**config.mk**
```make
export PLATFORM = sky130hd
export DESIGN_NAME = sram_rsp_queue
export DESIGN_NICKNAME = d
export VERILOG_FILES = /design/src/verilog/sram_pkg.sv /design/src/verilog/sram_rsp_queue.sv
export VERILOG_INCLUDE_DIRS = /design/src /design/src/verilog
export SDC_FILE = /design/constraint.sdc
export NUM_CORES = 1
export LEC_CHECK = 0
export BUFFER_PORTS_ARGS = -buffer_cell sky130_fd_sc_hd__buf_2
export CORE_MARGIN = 1.5
export CORE_UTILIZATION = 64
export CTS_BUF_LIST = sky130_fd_sc_hd__clkbuf_4
export DETAILED_ROUTE_END_ITERATION = 12
export HOLD_SLACK_MARGIN = 0.02
export PLACE_DENSITY = 0.85
export REMOVE_ABC_BUFFERS = 1
export SETUP_SLACK_MARGIN = 0.5
export SYNTH_ARGS = -nofsm -noshare
export SYNTH_HDL_FRONTEND = slang
export SYNTH_SLANG_ARGS = --single-unit
```
**constraint.sdc**
```tcl
create_clock -name clk_1 -period 8.85 [get_ports clk_1]
set_input_delay 0.4425 -clock clk_1 [delete_from_list [all_inputs] [get_ports clk_1]]
set_output_delay 0.4425 -clock clk_1 [all_outputs]
set_load 0.01 [all_outputs]
```
**src/verilog/sram_params.svh**
```systemverilog
`ifndef SRAM_PARAMS_SVH
`define SRAM_PARAMS_SVH

// bank organisation.
`define SRAM_NUM_BANKS 4
`define SRAM_BANK_DEPTH 128
`define SRAM_ADDR_W 7

// a stored line and the half returned per bank on a read.
`define SRAM_LINE_W 64
`define SRAM_HALF_W 32

// response slots, also the request credits in circulation.
`define SRAM_RSP_DEPTH 4

// wide enough to hold SRAM_RSP_DEPTH.
`define SRAM_CREDIT_W 3

`endif

```
**src/verilog/sram_pkg.sv**
```systemverilog
`default_nettype none

`include "sram_params.svh"

package sram_pkg;

	typedef logic [`SRAM_ADDR_W-1:0] bank_addr_t;

	// bank 0 address sits in the low field.
	typedef logic [`SRAM_NUM_BANKS*`SRAM_ADDR_W-1:0] word_line_t;

	typedef logic [`SRAM_LINE_W-1:0] line_t;

	typedef logic [`SRAM_HALF_W-1:0] half_t;

	// one bit per bank.
	typedef logic [`SRAM_NUM_BANKS-1:0] bank_mask_t;

	// four returned halves, bank 0 lowest.
	typedef struct packed {
		half_t half3;
		half_t half2;
		half_t half1;
		half_t half0;
	} rsp_t;

	typedef logic [`SRAM_CREDIT_W-1:0] credit_t;

endpackage : sram_pkg

`default_nettype wire

```
**src/verilog/sram_rsp_queue.sv**
```systemverilog
`timescale 1ns/100ps
`default_nettype none

`include "sram_params.svh"

module sram_rsp_queue
	import sram_pkg::*;
(
	input  logic clk_1,
	input  logic clk_2,
	input  logic push,
	input  rsp_t push_data,
	input  logic rsp_credit,
	output logic rsp_valid,
	output rsp_t rsp_data,
	output logic pop
);

	localparam int PTR_W = $clog2(`SRAM_RSP_DEPTH);
	localparam logic [PTR_W:0] FULL = `SRAM_RSP_DEPTH;

	rsp_t             entries [`SRAM_RSP_DEPTH];
	logic [PTR_W-1:0] wr_ptr;
	logic [PTR_W-1:0] rd_ptr;
	logic [PTR_W:0]   count;
	credit_t          credits;

	// a response goes out only with an entry and a consumer credit.
	assign rsp_valid = (count != '0) && (credits != '0);
	assign pop = rsp_valid;
	assign rsp_data = entries[rd_ptr];

	always_ff @(posedge clk_1) begin
		if (push) begin
			entries[wr_ptr] <= push_data;
		end
	end

	always_ff @(posedge clk_1 or posedge clk_2) begin
		if (clk_2) begin
			wr_ptr <= '0;
			rd_ptr <= '0;
			count <= '0;
			credits <= '0;
		end else begin
			if (push) begin
				wr_ptr <= wr_ptr + 1'b1;
			end
			if (pop) begin
				rd_ptr <= rd_ptr + 1'b1;
			end
			case ({push, pop})
				2'b10: count <= count + 1'b1;
				2'b01: count <= count - 1'b1;
				default: count <= count;
			endcase
			credits <= credits + credit_t'(rsp_credit) - credit_t'(pop);
		end
	end

	// request credits bound the reads in flight to the queue size.
	a_no_push_full: assert property (
		@(posedge clk_1) disable iff (clk_2)
		push |-> (count != FULL)
	);

	a_credit_no_wrap: assert property (
		@(posedge clk_1) disable iff (clk_2)
		(rsp_credit && !pop) |-> (credits != '1)
	);

endmodule : sram_rsp_queue

`default_nettype wire

```
[After elaboration in Yosys (flattened, before gate mapping)]
Memory sizes are Yosys's and may differ from the RTL's.
Cells that the tools add are included.
Cells by class
  mux-type cells: 3
  equal/unequal tests: 2
  reductions and logical operators: 4
  add/subtract/negate cells: 6
Operators by type and width (number)
  case mux 3 bit (2 select lines): 1
  nonzero test 3 bit: 2
  adder 2 x 1 -> 2 bit (second input constant): 2
  adder 3 x 1 -> 3 bit: 1
  adder 3 x 1 -> 3 bit (second input constant): 1
  subtractor 3 x 1 -> 3 bit: 1
  subtractor 3 x 1 -> 3 bit (second input constant): 1
  equality test 2 x 1 -> 1 bit (second input constant): 1
  equality test 2 bit (second input constant): 1
  two-way mux 1 bit: 2
  nonzero test 2 bit: 1
  logical AND 1 bit: 1
Word-level totals
  output and inout port bits: 130
  input bits: 132
  flip-flop bits (word level): 10
  logic and storage cells: 20
  memories kept: 1
  RAM bits: 512
Memories
  entries: depth 4, width 128, rd ports 1, clocked after Yosys merged registers in 0, write ports 1, RTL line sram_rsp_queue.sv:22  | rsp_t entries [`SRAM_RSP_DEPTH];

[Logic depth before layout (Yosys ltp)]
Gate-level depths: netlist (run 1).
  word-level depth: 4
  gate-level depth with buffers: 9
  mapped depth without buffers: 8

[Worst setup path after synthesis (run 1)]
No wires, ideal clock.
  kind: input to register
  start point: input push
  end point: memory entries[0][0] in the netlist's numbering (enable)
  setup time: 502 ps
  path buffers: 1
  data arrival time: 3661 ps
  path slack: 4687 ps
  cell stages on the path: 2
  data required time: 8348 ps
  cells stage by stage: clkbuf_1 and2_1
Between the ends
  cells in the longest elaborated chain, start to end: 2
Ends and longest elaborated chain
  start: declaration: RTL line sram_rsp_queue.sv:11  | input logic push,
  two-way mux 1 bit: RTL line sram_rsp_queue.sv:34  | if (push) begin
  two-way mux 1 bit (implied by the code): RTL line sram_rsp_queue.sv:35  | entries[wr_ptr] <= push_data;
  end: declaration: RTL line sram_rsp_queue.sv:22
Every way passes these cells.

==> impl_metrics.yaml, run 1 <==
outcome:
  run_status: "finished, final reports clean"
setup_path:
  r2r_start: "wr_ptr[0]"
  cpPeakStageDelay_ps: 870
  crit_arrival_ps: 3310
  cp-start-kind: "register"
  worst-path-buf-inv: 2
  crit_path_max_fanout: 51
  critPathKind: "register to primary output"
  end_kind: "primary output"
  critical-path-slowest-cell: "buf_4"
  cp_top_family: "buffers and inverters"
  ff2ff_setup_slack_ps: 5900
  crit_path_start: "rd_ptr[0]"
  crit_required_ps: 8410
  path_cells: "buf_4, mux4_2, buf_2"
clock_network:
  cts_buffer_depth: 3
  cts.htree.levels: 4
  cts_tree: "done"
  cts_resized: 0
  clock_latency_ps: 790
  cts-root-buf: "clkbuf_4"
  hold_buffers: 130
  clock-sinks: 522
  clk_pin_slew_ps: 60
  cts_buffers: 131
  post_cts_buffers: 0
synth:
  netlist.area_leader.share: 0.8093
  ys_seq_elements: 522
  synth_xor_area_frac: 0.004676
  seq_area_frac_synth: 0.8225
  netlist_area_um2: 19000
  synth.distinct_cells: 23
  synth-compound-area-share: 0.0009879
  yosys_warnings: 0
  syn_area_per_cell_um2: 26.46
  synthMuxAreaShare: 0.1531
  synth-adder-area-share: 0.005401
  synth-simple-area-share: 0.003096
  synth_area_leaders: "edfxtp_1, mux4_2, dfrtp_1, buf_4, ha_1"
  syn_inst: 718
  synth_top_area_cell: "edfxtp_1"
  synth_top_family_by_area: "multiplexers"
global_routing:
  track_usage: 0.2757
  grt_max_degree: 75
  grt_pass1_wl_mm: 61.48
  grt_overflow: 0
  grt_pass1_vias: 10710
  grt_antenna_before_repair: 2
place:
  gp_congestion: 0.7094
  dp_slack_ps: 5750
  portBuffers: 261
  place_area_um2: 20710
  dpl.hpwl_mm: 21.39
floorplan:
  die_h_um: 175.3
  fp.dieW_um: 175.3
  die_area_um2: 30720
  start_util: 0.6565
  pin_count: 262
  coreArea_um2: 28940
  rows: 62
routing:
  vias_per_cell: 5.745
  drtIter0Drc: 839
  vias: 9812
  firstDrtPassIters: 5
  drtAntennaViolNets: 0
  routedWlPerCell_um: 23.89
  drcViolationCount: 0
  wl_mm: 40.81
timing:
  tightestPinTransition_ps: 1063
  post-route-min-period_ps: 3757
  slew_violations: 0
  hold_viol_final: 0
  fin_ws_ps: 5093
  whs_ps: 113.1
  finalSetupViolations: 0
  tns_ps: 0
  slew_headroom: 0.2914
  fmax_mhz: 266.1
  post-route-period-util: 0.4246
  rsz0062_at_grt: "no"
  finalClockSkew_ps: 79.16
power_and_ir_drop:
  peakVddDrop_mv: 0.2582
  power_leakage_uw: 0.008427
  p_per_area_nw_per_um2: 322.8
run:
  max_cap_violations: 0
layout:
  syn2layout_area_growth_pct: 24.80
  final_common_cell: "edfxtp_1"
  design_area_um2: 23710
  final_cell_mix: "edfxtp_1, buf_2, clkbuf_4"
  fin_nets: 1360
  finish.utilization: 0.8193
  fill_cells: 1293
  layout-drive-gt1-share: 0.4693
hold_path:
  hp-start: "push"
  hp-class: "input pin to register"
[kinds of logic (layout without fill, tap and decap cells)]
family / after synthesis / after routing
and+or+nand+nor: 11 / 11
xor gates and xnor gates: 8 / 8
buffers and inverters: 37 / 640
adders and majority gates: 7 / 7
muxes: 130 / 130
DFF: 522 / 522
AOI/OAI and AO/OA: 3 / 3
other: 0 / 3
[path summary, 6_finish.rpt]
check                                 end  depth (start not counted)
setup / recovery            rsp_data[124]                          3
hold / removal                  wr_ptr[0]                          2
setup reg to reg           entries[2][18]                          5
hold reg to reg                  count[2]                          1
max in group asynchronous       rd_ptr[1]                          3
min in group asynchronous      credits[0]                          3
[routing by layer]
layer,GRT usage,vias to the layer above,part of all wire
met3,0.07056,91,0.076
li1,-,4192,-
met4,0.1100,0,0.030
met5,0,-,0
met1,0.3504,4994,0.37
met2,0.4631,535,0.53
[stage by stage]
stage	cells	total power (µW)
after detailed placement	1342	5606
final	1708	7653
after global placement	1342	5529
after global routing	1707	8000
after floorplan	686	4967
after CTS	1705	7658
[worst reg2reg max path: cells and delay by family (launching register included)]
kind	cells	cell delay (ps)
adder cells (fa/ha/maj)	1	160
buffers and inverters	3	1460
flip-flops	1	430
AND/OR/NAND/NOR	1	500
[cell type report]
class	count	area [µm²]	share of cell area
sequential	522	15630	0.6594
multi-input combinational	159	3187	0.1344
timing repair buffer	402	2690	0.1135
clock buffer	188	1411	0.05953
tap	384	480.5	0.02027
clock inverter	45	280.3	0.01182
inverter	5	18.77	0.0007916
antenna	3	7.507	0.0003167
[state kept, by name, indices dropped and copies added (netlist names)]
register	count
entries	512
count	3
credits	3
rd_ptr	2
wr_ptr	2
[synthesized netlist by cell type]
cell type	n
nor2b_1	1
xnor2_1	5
fa_1	2
and2_1	5
edfxtp_1	512
nand2_1	3
buf_2	6
xnor2_4	1
o31a_1	1
nor2_1	1
mux4_2	128
xor2_1	2
mux2_4	1
mux2i_1	1
buf_6	1
clkbuf_1	4
or3_1	1
ha_1	5
buf_1	10
buf_4	11
o21ai_0	2
inv_1	5
dfrtp_1	10
[where the power goes]
group	internal (µW)	leakage [µW]	switching, µW
logic	1010	0.00260	1150
registers	3240	0.00482	220
clock network	1050	0.00100	985
total	5300	0.00843	2350
No activity file was read; power rests on OpenSTA's default activity.
==> inputs of run 2 (changes only) <==
--- a/config.mk
+++ b/config.mk
@@ -8,11 +8,11 @@
 export LEC_CHECK = 0
 export BUFFER_PORTS_ARGS = -buffer_cell sky130_fd_sc_hd__buf_2
 export CORE_MARGIN = 1.5
-export CORE_UTILIZATION = 64
+export CORE_UTILIZATION = 53
 export CTS_BUF_LIST = sky130_fd_sc_hd__clkbuf_4
 export DETAILED_ROUTE_END_ITERATION = 12
 export HOLD_SLACK_MARGIN = 0.02
-export PLACE_DENSITY = 0.85
+export PLACE_DENSITY = 0.74
 export REMOVE_ABC_BUFFERS = 1
 export SETUP_SLACK_MARGIN = 0.5
 export SYNTH_ARGS = -nofsm -noshare
==> constraint.sdc (replaced) <==
create_clock -name clk_1 -period 3.14 [get_ports clk_1]
set_input_delay 0.157 -clock clk_1 [delete_from_list [all_inputs] [get_ports clk_1]]
set_output_delay 0.157 -clock clk_1 [all_outputs]
set_load 0.01 [all_outputs]
==> impl_metrics.yaml, run 2 (synthesized netlist as in run 1, its figures left out) <==
outcome:
  run_status: "finished, final reports clean"
layout:
  top_regs: "entries: 512 flops, count: 3 flops, credits: 3 flops"
  largest_reg_flops: 512
  layout-drive-gt1-share: 0.4659
  syn2layout_area_growth_pct: 26.20
  largest-register: "entries"
  fin_nets: 1376
  fin_cells: 1784
  final_common_cell: "edfxtp_1"
  final_cell_mix: "edfxtp_1, buf_2, clkbuf_4"
clock_network:
  cts.htree.levels: 4
  cts_buffers: 131
  clk_pin_slew_ps: 60
  clock-sinks: 522
  cts_tree: "done"
  cts_buffer_depth: 3
  clock_latency_ps: 790
  cts-root-buf: "clkbuf_4"
timing:
  tightestPinTransition_ps: 701.8
  rsz0062_at_grt: "yes"
  post-route-period-util: 0.8206
  fmax_mhz: 388.1
  finalClockSkew_ps: 23.72
  finalSetupViolations: 0
  slew_violations: 0
  hold_viol_final: 0
  slew_headroom: 0.5321
  tns_ps: 0
  post-route-min-period_ps: 2577
routing:
  drcViolationCount: 0
  drtIter0Drc: 520
  wl_mm: 36.60
  vias_per_cell: 5.275
  drtAntennaViolNets: 0
  vias: 9410
  routedWlPerCell_um: 20.52
  firstDrtPassIters: 4
setup_path:
  path_cells: "buf_16, mux4_2, buf_2"
  cp-start-kind: "register"
  cpPeakStageDelay_ps: 570
  timing.rr.end: "credits[2]"
  ff2ff_setup_slack_ps: 750
  crit_arrival_ps: 2420
  end_kind: "primary output"
  critPathKind: "register to primary output"
  rr_worst_depth: 8
  critical-path-slowest-cell: "mux4_2"
  crit_path_max_fanout: 44
  crit_required_ps: 2980
  r2r_start: "count[0]"
place:
  portBuffers: 261
  dpl.hpwl_mm: 20.64
  gp_congestion: 0.7084
  dpl.cell_count: 1430
global_routing:
  grt_antenna_before_repair: 3
  grt_pass1_wl_mm: 56.15
  grt_pass1_vias: 10330
  grt_max_degree: 48
  track_usage: 0.2060
  grt_overflow: 0
power_and_ir_drop:
  p_per_area_nw_per_um2: 885.0
  peakVddDrop_mv: 0.5014
  p_total_uw: 21220
  power_leakage_uw: 0.008482
floorplan:
  pin_count: 262
  die_h_um: 192.3
  rows: 69
  fp.dieW_um: 192.3
  coreArea_um2: 35400
  die_area_um2: 36990
  start_util: 0.5367
hold_path:
  hp-class: "input pin to register"
  hp-start: "push_data[19]"
  whs_path_depth: 2
  min_to: "entries[0][19]"
run:
  max_cap_violations: 0
-- run 2: cell count changes in the layout (fill, tap and decap cells not counted), moves of 3 or more --
cell      delta
inv_2        +4
buf_16       +3
clkinv_4     -3
buf_12      +12
clkbuf_4    -10
inv_6        -4
clkinv_2     -5
-- run 2: cell type report --
| cell class | count | area, µm² |
|---|---|---|
| Fill cell | 2288 | 11420 |
| Antenna cell | 3 | 7.507 |
| Clock inverter | 38 | 186.4 |
| Inverter | 5 | 18.77 |
| Clock buffer | 178 | 1336 |
| Multi-Input combinational cell | 159 | 3187 |
| Sequential cell | 522 | 15630 |
| Timing Repair Buffer | 418 | 3029 |
| Tap cell | 461 | 576.8 |
-- run 2: worst max-delay path by stage --
stage / depth (start not counted) / startpoint / to
5_1_grt: 3 / rd_ptr[0] / rsp_data[124]
3_5_place_dp: 8 / count[0] / credits[2]
3_3_place_gp: 8 / count[0] / credits[2]
6_report: 3 / rd_ptr[0] / rsp_data[3]
4_1_cts: 3 / rd_ptr[0] / rsp_data[77]
2_1_floorplan: 1 / rd_ptr[0] / rsp_data[0]
-- run 2: layer usage --
layer	track usage	vias to the layer above	wire [µm]
met5	0	-	0
met4	0.08706	0	823
met3	0.07492	67	2940
met2	0.3237	332	18320
met1	0.2615	4784	14520
li1	-	4227	-
-- run 2: report_power, final --
part | internal (µW) | total [µW] | leakage [µW] | switching (µW)
clock | 2700 | 5210 | 0.000915 | 2510
sequential | 9120 | 9440 | 0.00482 | 321
combinational | 3110 | 6580 | 0.00275 | 3470
total | 14900 | 21200 | 0.00848 | 6290
-- run 2: metrics by stage --
stage          hold slack, ps  instance area (µm²)  utilization  setup slack [ps]
2_1_floorplan          -2.822                18820            -             -2671
3_3_place_gp            156.4                21060       0.5950             836.4
3_5_place_dp            162.4                21060       0.5950             764.6
4_1_cts                 24.26                23970       0.6771             428.8
5_1_grt                 39.26                23970       0.6772             391.8
6_report                124.0                23970       0.6773             563.4
-- run 2: worst max-delay path, delay by kind of cell, from the launching register on --
| kind | cells | cell delay [ps] |
|---|---|---|
| multiplexers | 1 | 570 |
| flip-flops | 1 | 530 |
| buffers and inverters | 2 | 490 |
-- run 2: timing repair --
| item | in CTS | in global routing |
|---|---|---|
| endpoints found under the hold margin | 530 | 0 |
| hold buffers | 132 | 0 |
| setup buffers | 3 | 0 |
| pin swaps | 0 | 0 |
| resized for setup | 3 | 0 |
| setup endpoints to repair | 108 | 94 |
