[config.mk]
export PLATFORM = sky130hd
export DESIGN_NAME = sram_req_ctrl
export DESIGN_NICKNAME = d
export VERILOG_FILES = /design/src/verilog/sram_pkg.sv /design/src/verilog/sram_req_ctrl.sv
export VERILOG_INCLUDE_DIRS = /design/src /design/src/verilog
export SDC_FILE = /design/constraint.sdc
export NUM_CORES = 1
export LEC_CHECK = 0
export ABC_AREA = 1
export BUFFER_PORTS_ARGS = -buffer_cell sky130_fd_sc_hd__buf_2
export CORE_MARGIN = 1.5
export CORE_UTILIZATION = 29
export DETAILED_ROUTE_END_ITERATION = 8
export GPL_ROUTABILITY_DRIVEN = 0
export GPL_TIMING_DRIVEN = 1
export PLACE_DENSITY = 0.83
export SYNTH_ARGS = -nofsm -noshare
export SYNTH_HDL_FRONTEND = slang
export SYNTH_SLANG_ARGS = --single-unit
[constraint.sdc]
create_clock -name clk_1 -period 2.8 [get_ports clk_1]
set_input_delay 0.56 -clock clk_1 [delete_from_list [all_inputs] [get_ports clk_1]]
set_output_delay 0.56 -clock clk_1 [all_outputs]
set_load 0.005 [all_outputs]
[src/verilog/sram_params.svh]
`ifndef SRAM_PARAMS_SVH
`define SRAM_PARAMS_SVH

// bank organisation.
`define SRAM_NUM_BANKS 4
`define SRAM_BANK_DEPTH 128
`define SRAM_ADDR_W 7

// a stored line and the half returned per bank on a read.
`define SRAM_LINE_W 64
`define SRAM_HALF_W 32

// response slots, also the request credits in circulation.
`define SRAM_RSP_DEPTH 4

// wide enough to hold SRAM_RSP_DEPTH.
`define SRAM_CREDIT_W 3

`endif

[src/verilog/sram_pkg.sv]
`default_nettype none

`include "sram_params.svh"

package sram_pkg;

	typedef logic [`SRAM_ADDR_W-1:0] bank_addr_t;

	// bank 0 address sits in the low field.
	typedef logic [`SRAM_NUM_BANKS*`SRAM_ADDR_W-1:0] word_line_t;

	typedef logic [`SRAM_LINE_W-1:0] line_t;

	typedef logic [`SRAM_HALF_W-1:0] half_t;

	// one bit per bank.
	typedef logic [`SRAM_NUM_BANKS-1:0] bank_mask_t;

	// four returned halves, bank 0 lowest.
	typedef struct packed {
		half_t half3;
		half_t half2;
		half_t half1;
		half_t half0;
	} rsp_t;

	typedef logic [`SRAM_CREDIT_W-1:0] credit_t;

endpackage : sram_pkg

`default_nettype wire

[src/verilog/sram_req_ctrl.sv]
`timescale 1ns/100ps
`default_nettype none

`include "sram_params.svh"

module sram_req_ctrl
	import sram_pkg::*;
(
	input  logic       clk_1,
	input  logic       clk_2,
	input  logic       req_valid,
	input  logic       rw_sel,
	input  word_line_t wl,
	input  line_t      bl,
	input  bank_mask_t cs,
	input  bank_mask_t dsel,
	input  logic       rsp_pop,
	output logic       req_credit,
	output bank_mask_t bank_wr,
	output logic       bank_rd,
	output word_line_t bank_addr,
	output bank_mask_t bank_dsel,
	output logic       rsp_push
);

	logic    precharged;
	logic    wr_req;
	logic    rd_drop;
	credit_t owed;
	credit_t owed_next;
	credit_t held;

	// a read is only valid with all bit lines precharged high.
	assign precharged = (bl == '1);
	assign wr_req = req_valid && rw_sel;
	assign rd_drop = req_valid && !rw_sel && !precharged;

	// lowest set chip select takes the write.
	assign bank_wr = wr_req ? (cs & (~cs + bank_mask_t'(1))) : '0;
	assign bank_rd = req_valid && !rw_sel && precharged;
	assign bank_addr = wl;
	assign bank_dsel = dsel;

	// writes and dropped reads return their credit here, issued reads on pop.
	always_comb begin
		owed_next = owed;
		if (wr_req || rd_drop) begin
			owed_next = owed_next + credit_t'(1);
		end
		if (rsp_pop) begin
			owed_next = owed_next + credit_t'(1);
		end
		if (owed != '0) begin
			owed_next = owed_next - credit_t'(1);
		end
	end

	always_ff @(posedge clk_1 or posedge clk_2) begin
		if (clk_2) begin
			owed <= credit_t'(`SRAM_RSP_DEPTH);
			req_credit <= 1'b0;
			rsp_push <= 1'b0;
			held <= '0;
		end else begin
			owed <= owed_next;
			// one credit per cycle while any are owed.
			req_credit <= (owed != '0);
			// bank data is registered, so the push trails the issue by a cycle.
			rsp_push <= bank_rd;
			held <= held + credit_t'(req_credit) - credit_t'(req_valid);
		end
	end

	// the requester spends only credits granted earlier.
	a_req_has_credit: assert property (
		@(posedge clk_1) disable iff (clk_2)
		req_valid |-> (held != '0)
	);

	a_wr_onehot: assert property (
		@(posedge clk_1) disable iff (clk_2)
		$onehot0(bank_wr)
	);

endmodule : sram_req_ctrl

`default_nettype wire

---- Word level (Yosys, flattened, before mapping) ----
Index checks and enable logic that the tools add are counted.
cells by class
  multipliers ............................. 0
  shift-type cells ........................ 0
  multiplexer cells ....................... 4
  equal/unequal tests ..................... 1
  divide/modulo/power cells ............... 0
  bitwise logic cells ..................... 2
  add/sub/neg operators ................... 4
  reduce and logical (&&, ||, !) cells .... 8
  magnitude comparators ................... 0
operators by type and width
  kind                                                                 number
  64-bit == test (second input constant)                               1
  3-bit 2-to-1 mux                                                     3
  3-bit by 1-bit adder with 3-bit output (second input constant)       2
  4-bit by 1-bit adder with 4-bit output (second input constant)       1
  4-bit bitwise AND                                                    1
  1-bit logical AND                                                    4
  4-bit 2-to-1 mux                                                     1
  4-bit NOT                                                            1
  3-bit nonzero test                                                   1
  3-bit by 1-bit subtractor with 3-bit output (second input constant)  1
  1-bit zero test                                                      2
  1-bit logical OR                                                     1
word-level totals
  bits in writable memories ............... 0
  bits of input ports ..................... 105
  logic and storage cells ................. 22
  memory bits (read-only) ................. 0
  memories ................................ 0
  latch bits .............................. 0
  output and inout bits ................... 39
  bits in registers ....................... 5

---- Logic depth before layout (Yosys ltp) ----
Gate-level depths: netlist of the first run.
  depth after elaboration ................. 9
  mapped depth ............................ 16
  mapped depth without buffers ............ 16

---- Worst setup path before layout of the first run ----
Ideal clock, no wire load.
  kind .................................... input-to-reg
  start ................................... input port bl[22]
  end ..................................... register owed[1]
  path buffers ............................ 0
  stages .................................. 15
  arrival time ............................ 2.414 ns
  setup time .............................. 0.065 ns
  path slack .............................. 0.321 ns
  data required time ...................... 2.735 ns
  path through ............................ nand2_1 > nor2_1 > nand2_1 > nor2_2 > nand2_1 > nor2_2 > nand2_2 > nand3_2 > nand2_1 > ha_1 > or2_2 > nand2_1 > ha_1 > or2_2 > nand2_1
between the ends
  longest elaborated chain between the ends .. 9
ends and longest elaborated chain
  what                                         RTL line             text
  start: declaration                           sram_req_ctrl.sv:14  input line_t bl,
  64-bit == test (*)                           sram_req_ctrl.sv:34  assign precharged = (bl == '1);
  1-bit zero test (*)                          sram_req_ctrl.sv:36  assign rd_drop = req_valid && !rw_sel && !precharged;
  1-bit logical AND (*)                        sram_req_ctrl.sv:36
  1-bit logical OR (*)                         sram_req_ctrl.sv:47  if (wr_req || rd_drop) begin
  3-bit 2-to-1 mux (*)                         sram_req_ctrl.sv:47
  3-bit by 1-bit adder with 3-bit output       sram_req_ctrl.sv:51  owed_next = owed_next + credit_t'(1);
  3-bit 2-to-1 mux (*)                         sram_req_ctrl.sv:50  if (rsp_pop) begin
  3-bit by 1-bit subtractor with 3-bit output  sram_req_ctrl.sv:54  owed_next = owed_next - credit_t'(1);
  3-bit 2-to-1 mux (*)                         sram_req_ctrl.sv:53  if (owed != '0) begin
  via owed_next[1]                             sram_req_ctrl.sv:30  credit_t owed_next;
  end signal: assignment                       sram_req_ctrl.sv:60  owed <= credit_t'(`SRAM_RSP_DEPTH);
  end signal: assignment                       sram_req_ctrl.sv:65  owed <= owed_next;
  end: declaration                             sram_req_ctrl.sv:29  credit_t owed;
The timed path passes the listed nets; every way through them passes the cells marked *.

---- Final worst setup path of the first run ----
  start ................................... input port bl[42]
  end ..................................... register owed[1]
The elaborated chain is that of the path after synthesis.

==> flow_metrics.tcl, run 1 <==
set metrics [dict create \
    dpl.hpwl_mm 2.07 \
    crit_fanout 5 \
    post-route-worst-setup-slack_ns 0.345 \
    drtAntennaViolNets 0 \
    drive_above_1_share_pct 46.4 \
    detailedRoute.firstIterationViolations 6 \
    number_of_synthesized_flops_with_an_enable_pin 0 \
    maximum_clock_frequency_mhz 407 \
    ff2ff_path_depth 10 \
    top_level_ports 144 \
    placed_cell_area_mm2 0.00115 \
    area.growth.synth_to_final_pct 25.2 \
    tritoncts "yes" \
    dp_worst_setup_slack_ns 0.105 \
    reg2reg_from "owed[0]$_DFF_PP0_" \
    dieWidth_um 59.9 \
    cpMaxStageDelayCell "or2_2" \
    worstSkewPairLatency_ns 0.23 \
    cp_data_required_time_ns 2.97 \
    die_height_um 59.9 \
    drc_errors 0 \
    route.detailed.wl_per_inst_um 9.00 \
    drv_slew 0 \
    num-nets-final 317 \
    worst_r2r_endpoint "owed[1]$_DFF_PP0_" \
    synth_top_area_share_pct 25.6 \
    min_period_over_period_pct 87.7 \
    synthesis.nets 265 \
    timing.critical_path.depth 16 \
    critical-path-top-delay-family "simple AND/OR/NAND/NOR gates" \
    critPathMostFrequentCell "nand2_1" \
    critical-path-max-stage-delay_ns 0.30 \
    cts_hold_buffers 0 \
    floorplan.initialDensity_pct 30.7 \
    ys_seq_area_share_pct 13.5 \
    number_of_antenna_violations_at_the_first_check_in_global_routing 0 \
    root_buffer_cell "clkbuf_4" \
    setup_violations 0 \
    final_period_minus_worst_setup_slack_ns 2.46 \
    cts_max_path_buffers 2 \
    tns_ns 0 \
    min_path_type "input port to async pin" \
    htree_levels 1 \
    post-synth-top-area-cell "buf_4" \
    critical_path.startpoint_type "input port" \
    yosys.cell_count.top_type "nand2_1" \
    yosys-top-cells-area "buf_4 26%, nand2_1 21%, dfrtp_1 11%, nor2_1 7.6%, nand3_1 5.9%" \
    placement_rows 20 \
    criticalPathCategory "input port to register" \
    grt_pass1_vias 991 \
    ir_worst_vdd_mv 0.131 \
    path_cells "buf_2 -> nand2_1 -> nor2_1 -> nand2_1 -> nor2_2 -> nand2_1 -> nor2_2 -> nand2_2 -> nand3_2 -> nand2_1 -> ha_1 -> or2_2 -> nand2_1 -> ha_1 -> or2_2 -> nand2_1" \
    asyncSetResetFlopFracSynth_pct 100 \
    synth_seq_cells 5 \
    drt_pre_antenna_iters 4 \
    clkTransAtPathRegs_ns 0.04 \
    setup.reg_to_reg.worst_slack_ns 0.55 \
    synth.avg_cell_area_um2 6.02 \
    grt_util_overall_pct 13.6 \
    timing.critical_path.to_type "register" \
    synth.yosys.warnings 0 \
    timing_worst_slew_pin_value_ns 0.199 \
    core_area_mm2 0.00305 \
    post-route-util_pct 38.5 \
    timing.critical_path.buf_inv 1 \
    first_pass_grt_wire_length_mm 3.78 \
    dr_vias 1021 \
    grt_start_max_net_pins 7 \
    cts_buffers 3 \
    leakagePower_nw 0.694 \
    synth_commonest_cells "52 x nand2_1, 32 x buf_4, 19 x nor2_1" \
    worst_ep_arrival_time_ns 2.63 \
    post_cts_repair_timing_setup_buffer_count 0 \
    route.detailed.vias_per_inst 4.07 \
    synth-main-ff-cell "dfrtp_1" \
    ys_types 18 \
    cap_viol_max_count 0 \
    final_design_area_no_fill_mm2 0.00117 \
    rsz0062_at_grt "no" \
    timing.clock.skew_ns 0.00108 \
    hold_vio_cnt_final 0 \
    whs_ns 0.208 \
    gr-total-overflow 0 \
    route.final.wire_length_mm 2.26 \
    slew-limit-headroom_pct 86.7 \
    run_status "complete, no violations" \
    postCtsResizedCells 0 \
    tritoncts_num_sinks 5 \
    io_buffer_count 79 \
    insertedDiodeCount 0 \
    die_outline_area_mm2 0.00359 \
    crit_start "bl[42]" \
    netlist_instances 156 \
    power.density_mw_per_mm2 429 \
    synth_area_um2 938 \
]
==> through the flow <==
step                total power, W  std cells
floorplan                 0.000366        156
CTS                       0.000508        251
global placement          0.000419        247
global route              0.000566        251
detailed placement        0.000427        247
finish                    0.000504        251
==> worst register-to-register path, cell delays in order, from the launching register on <==
cell     delay, ns
dfrtp_1       0.41
inv_1         0.12
ha_1          0.31
nand3_2       0.08
nand2_1       0.06
ha_1          0.26
or2_2         0.30
nand2_1       0.07
ha_1          0.21
or2_2         0.29
nand2_1       0.07
==> worst max path at each step <==
stage,endpoint,slack (ns)
5_1_grt,owed[2]$_DFF_PP1_,0.16
3_3_place_gp,owed[1]$_DFF_PP0_,0.14
3_5_place_dp,owed[1]$_DFF_PP0_,0.11
2_1_floorplan,owed[1]$_DFF_PP0_,0.32
4_1_cts,owed[1]$_DFF_PP0_,0.35
6_report,owed[1]$_DFF_PP0_,0.34
==> layout make-up <==
type                       count  area [um2]
fill                         344        1880
multi-input combinational    106         523
timing repair buffer          79         395
sequential                     5         126
tap                           44        55.1
inverter                      13        48.8
clock buffer                   4        26.3
==> routing by layer <==
metal / wire (um) / part of all wire, % / vias to the layer above / GRT usage [%]
met5: 0 / 0 / - / 0
met4: 68 / 3.0 / 0 / 6.67
met3: 290 / 13 / 14 / 5.19
met2: 1080 / 48 / 54 / 25.6
met1: 821 / 36 / 406 / 12.5
li1: - / - / 547 / -
==> report_power, final <==
group / internal, W / leakage [nW] / switching (W)
clock: 0.0000536 / 0.0150 / 0.0000257
combinational: 0.000142 / 0.622 / 0.000152
sequential: 0.000109 / 0.0576 / 0.0000211
total: 0.000305 / 0.694 / 0.000199
==> logic make-up (layout without fill, tap and decap cells) <==
kind of cell | Yosys count | after routing | share of synthesized area (%)
flops | 5 | 5 | 13.5
xor+xnor | 3 | 3 | 2.80
compound gates | 1 | 1 | 1.20
buf+inv | 45 | 96 | 30.8
simple gates | 98 | 98 | 46.4
fa+ha+maj | 4 | 4 | 5.33
==> cells in the final DEF, fill, tap and decap left out, drive strengths merged <==
| cell | Yosys | layout |
|---|---|---|
| buf | 32 | 79 |
| nand2 | 53 | 53 |
| nor2 | 23 | 23 |
| nand3 | 15 | 15 |
| inv | 13 | 13 |
| ha | 4 | 4 |
| dfrtp | 4 | 4 |
| clkbuf | 0 | 4 |
| xor2 | 3 | 3 |
| nor3 | 2 | 2 |
| and2 | 2 | 2 |
| or2 | 2 | 2 |
| nand3b | 1 | 1 |
| o21bai | 1 | 1 |
| dfstp | 1 | 1 |
==> sequential cells by signal (all words and copies together) (netlist names) <==
| register | count |
|---|---|
| rsp_push | 1 |
| req_credit | 1 |
| owed | 3 |
Power figures use the tool's default switching activity.
==> inputs of run 2 (changes only) <==
--- a/config.mk
+++ b/config.mk
@@ -9,11 +9,12 @@
 export ABC_AREA = 1
 export BUFFER_PORTS_ARGS = -buffer_cell sky130_fd_sc_hd__buf_2
 export CORE_MARGIN = 1.5
-export CORE_UTILIZATION = 29
+export CORE_UTILIZATION = 32
+export CTS_CLUSTER_SIZE = 16
 export DETAILED_ROUTE_END_ITERATION = 8
 export GPL_ROUTABILITY_DRIVEN = 0
 export GPL_TIMING_DRIVEN = 1
-export PLACE_DENSITY = 0.83
+export PLACE_DENSITY = 0.9
 export SYNTH_ARGS = -nofsm -noshare
 export SYNTH_HDL_FRONTEND = slang
 export SYNTH_SLANG_ARGS = --single-unit
==> constraint.sdc (replaced) <==
create_clock -name clk_1 -period 3.1 [get_ports clk_1]
set_input_delay 0.62 -clock clk_1 [delete_from_list [all_inputs] [get_ports clk_1]]
set_output_delay 0.62 -clock clk_1 [all_outputs]
set_load 0.005 [all_outputs]
==> run 2 against run 1 <==
Hold slack improved by 0.043 ns. Die area fell by 8.9%. Global-route usage rose by 1.2 points. Cell area fell by 1.4%. Critical path type unchanged. Critical endpoint unchanged. Largest power group unchanged.
==> flow_metrics.tcl, run 2 (synthesis results as in run 1) <==
set metrics [dict create \
    run_status "complete, no violations" \
    drtAntennaViolNets 0 \
    min_period_over_period_pct 80.1 \
    rsz0062_at_grt "no" \
    num-nets-final 317 \
    root_buffer_cell "clkbuf_4" \
    tns_ns 0 \
    top_level_ports 144 \
    min_path_type "input port to async pin" \
    detailedRoute.firstIterationViolations 31 \
    drive_above_1_share_pct 46.4 \
    grt_start_max_net_pins 7 \
    drt_pre_antenna_iters 4 \
    drc_errors 0 \
    critical_path.startpoint_type "input port" \
    tritoncts_num_sinks 5 \
    grt_util_overall_pct 14.8 \
    leakagePower_nw 0.694 \
    post_cts_repair_timing_setup_buffer_count 0 \
    grt_pass1_vias 1005 \
    setup_violations 0 \
    largestRegisters "owed: 3 flops, req_credit: 1 flops, rsp_push: 1 flops" \
    criticalPathCategory "input port to register" \
    final_period_minus_worst_setup_slack_ns 2.48 \
    insertedDiodeCount 0 \
    io_buffer_count 79 \
    timing.clock.skew_ns 0.00939 \
    htree_levels 1 \
    route.final.wire_length_mm 2.29 \
    hold_vio_cnt_final 0 \
    worst_ep_arrival_time_ns 2.67 \
    drv_slew 0 \
    die_height_um 57.2 \
    postCtsResizedCells 0 \
    dr_vias 1052 \
    cap_viol_max_count 0 \
    tritoncts "yes" \
    dpl.hpwl_mm 2.06 \
    crit_fanout 5 \
    layout.cells.most_common "buf_2" \
    totalPowerFinal_w 0.000462 \
    largest_register_ffs 3 \
    whs_ns 0.251 \
    first_pass_grt_wire_length_mm 3.80 \
    route.detailed.vias_per_inst 4.42 \
    die_outline_area_mm2 0.00327 \
    maximum_clock_frequency_mhz 403 \
    regMostFlops "owed" \
    cts_hold_buffers 0 \
    number_of_antenna_violations_at_the_first_check_in_global_routing 0 \
    slew-limit-headroom_pct 88.3 \
    mostFrequentLayoutCells "79 x buf_2, 52 x nand2_1, 19 x nor2_1, 12 x inv_1, 11 x nand3_1" \
    placement_rows 19 \
    gr-total-overflow 0 \
    num-fill-cells 292 \
    ir_worst_vdd_mv 0.306 \
    dieWidth_um 57.2 \
    core_area_mm2 0.00276 \
    worstSkewPairLatency_ns 0.25 \
    cp_data_required_time_ns 3.29 \
    route.detailed.wl_per_inst_um 9.61 \
    clkTransAtPathRegs_ns 0.05 \
    cts_max_path_buffers 2 \
    area.growth.synth_to_final_pct 23.5 \
    floorplan.initialDensity_pct 34.0 \
    power.density_mw_per_mm2 398 \
    timing.critical_path.to_type "register" \
    timing_worst_slew_pin_value_ns 0.175 \
    cts_buffers 3 \
]
[run 2: worst paths after layout]
kind / startpoint / endpoint / slack (ns) / depth (start not counted)
setup / recovery: bl[42] / owed[1]$_DFF_PP0_ / 0.62 / 16
hold / removal: clk_2 / owed[0]$_DFF_PP0_ / 0.25 / 2
setup reg to reg: owed[0]$_DFF_PP0_ / owed[1]$_DFF_PP0_ / 0.85 / 10
hold reg to reg: owed[2]$_DFF_PP1_ / req_credit$_DFF_PP0_ / 0.62 / 2
max in group asynchronous: clk_2 / owed[2]$_DFF_PP1_ / 2.62 / 2
min in group clk_1: owed[2]$_DFF_PP1_ / req_credit$_DFF_PP0_ / 0.62 / 2
[run 2: critical path, cell delays in order]
cell	delay, ns
buf_2	0.07
nand2_1	0.04
nor2_1	0.10
nand2_1	0.06
nor2_2	0.13
nand2_1	0.07
nor2_2	0.09
nand2_2	0.10
nand3_2	0.10
nand2_1	0.07
ha_1	0.28
or2_2	0.30
nand2_1	0.07
ha_1	0.21
or2_2	0.29
nand2_1	0.06
[run 2: layout make-up]
type	count	area [um2]	area share [%]
Inverter	13	48.8	4.21
Tap cell	31	38.8	3.35
Sequential cell	5	126	10.9
Timing Repair Buffer	79	395	34.1
Multi-Input combinational cell	106	523	45.1
Clock buffer	4	26.3	2.27
[run 2: metal layers]
layer / GRT usage (%) / vias up / share of wire (%)
met3: 7.26 / 14 / 15
met5: 0 / - / 0
met4: 7.31 / 0 / 2.8
li1: - / 546 / -
met1: 12.4 / 434 / 35
met2: 28.2 / 58 / 47
[run 2: stage by stage]
stage	std cells	instance area, um2	utilization [%]	worst slack (ns)
finish	238	1160	42.0	0.618
global placement	234	1130	41.1	0.391
CTS	238	1160	42.0	0.606
global route	238	1160	42.0	0.350
floorplan	156	938	-	0.561
detailed placement	234	1130	41.1	0.352
[run 2: power breakdown]
group | internal (W) | leakage (nW) | switching [W]
combinational | 0.000129 | 0.622 | 0.000136
clock | 0.0000488 | 0.0150 | 0.0000296
sequential | 0.0000984 | 0.0576 | 0.0000195
total | 0.000276 | 0.694 | 0.000185
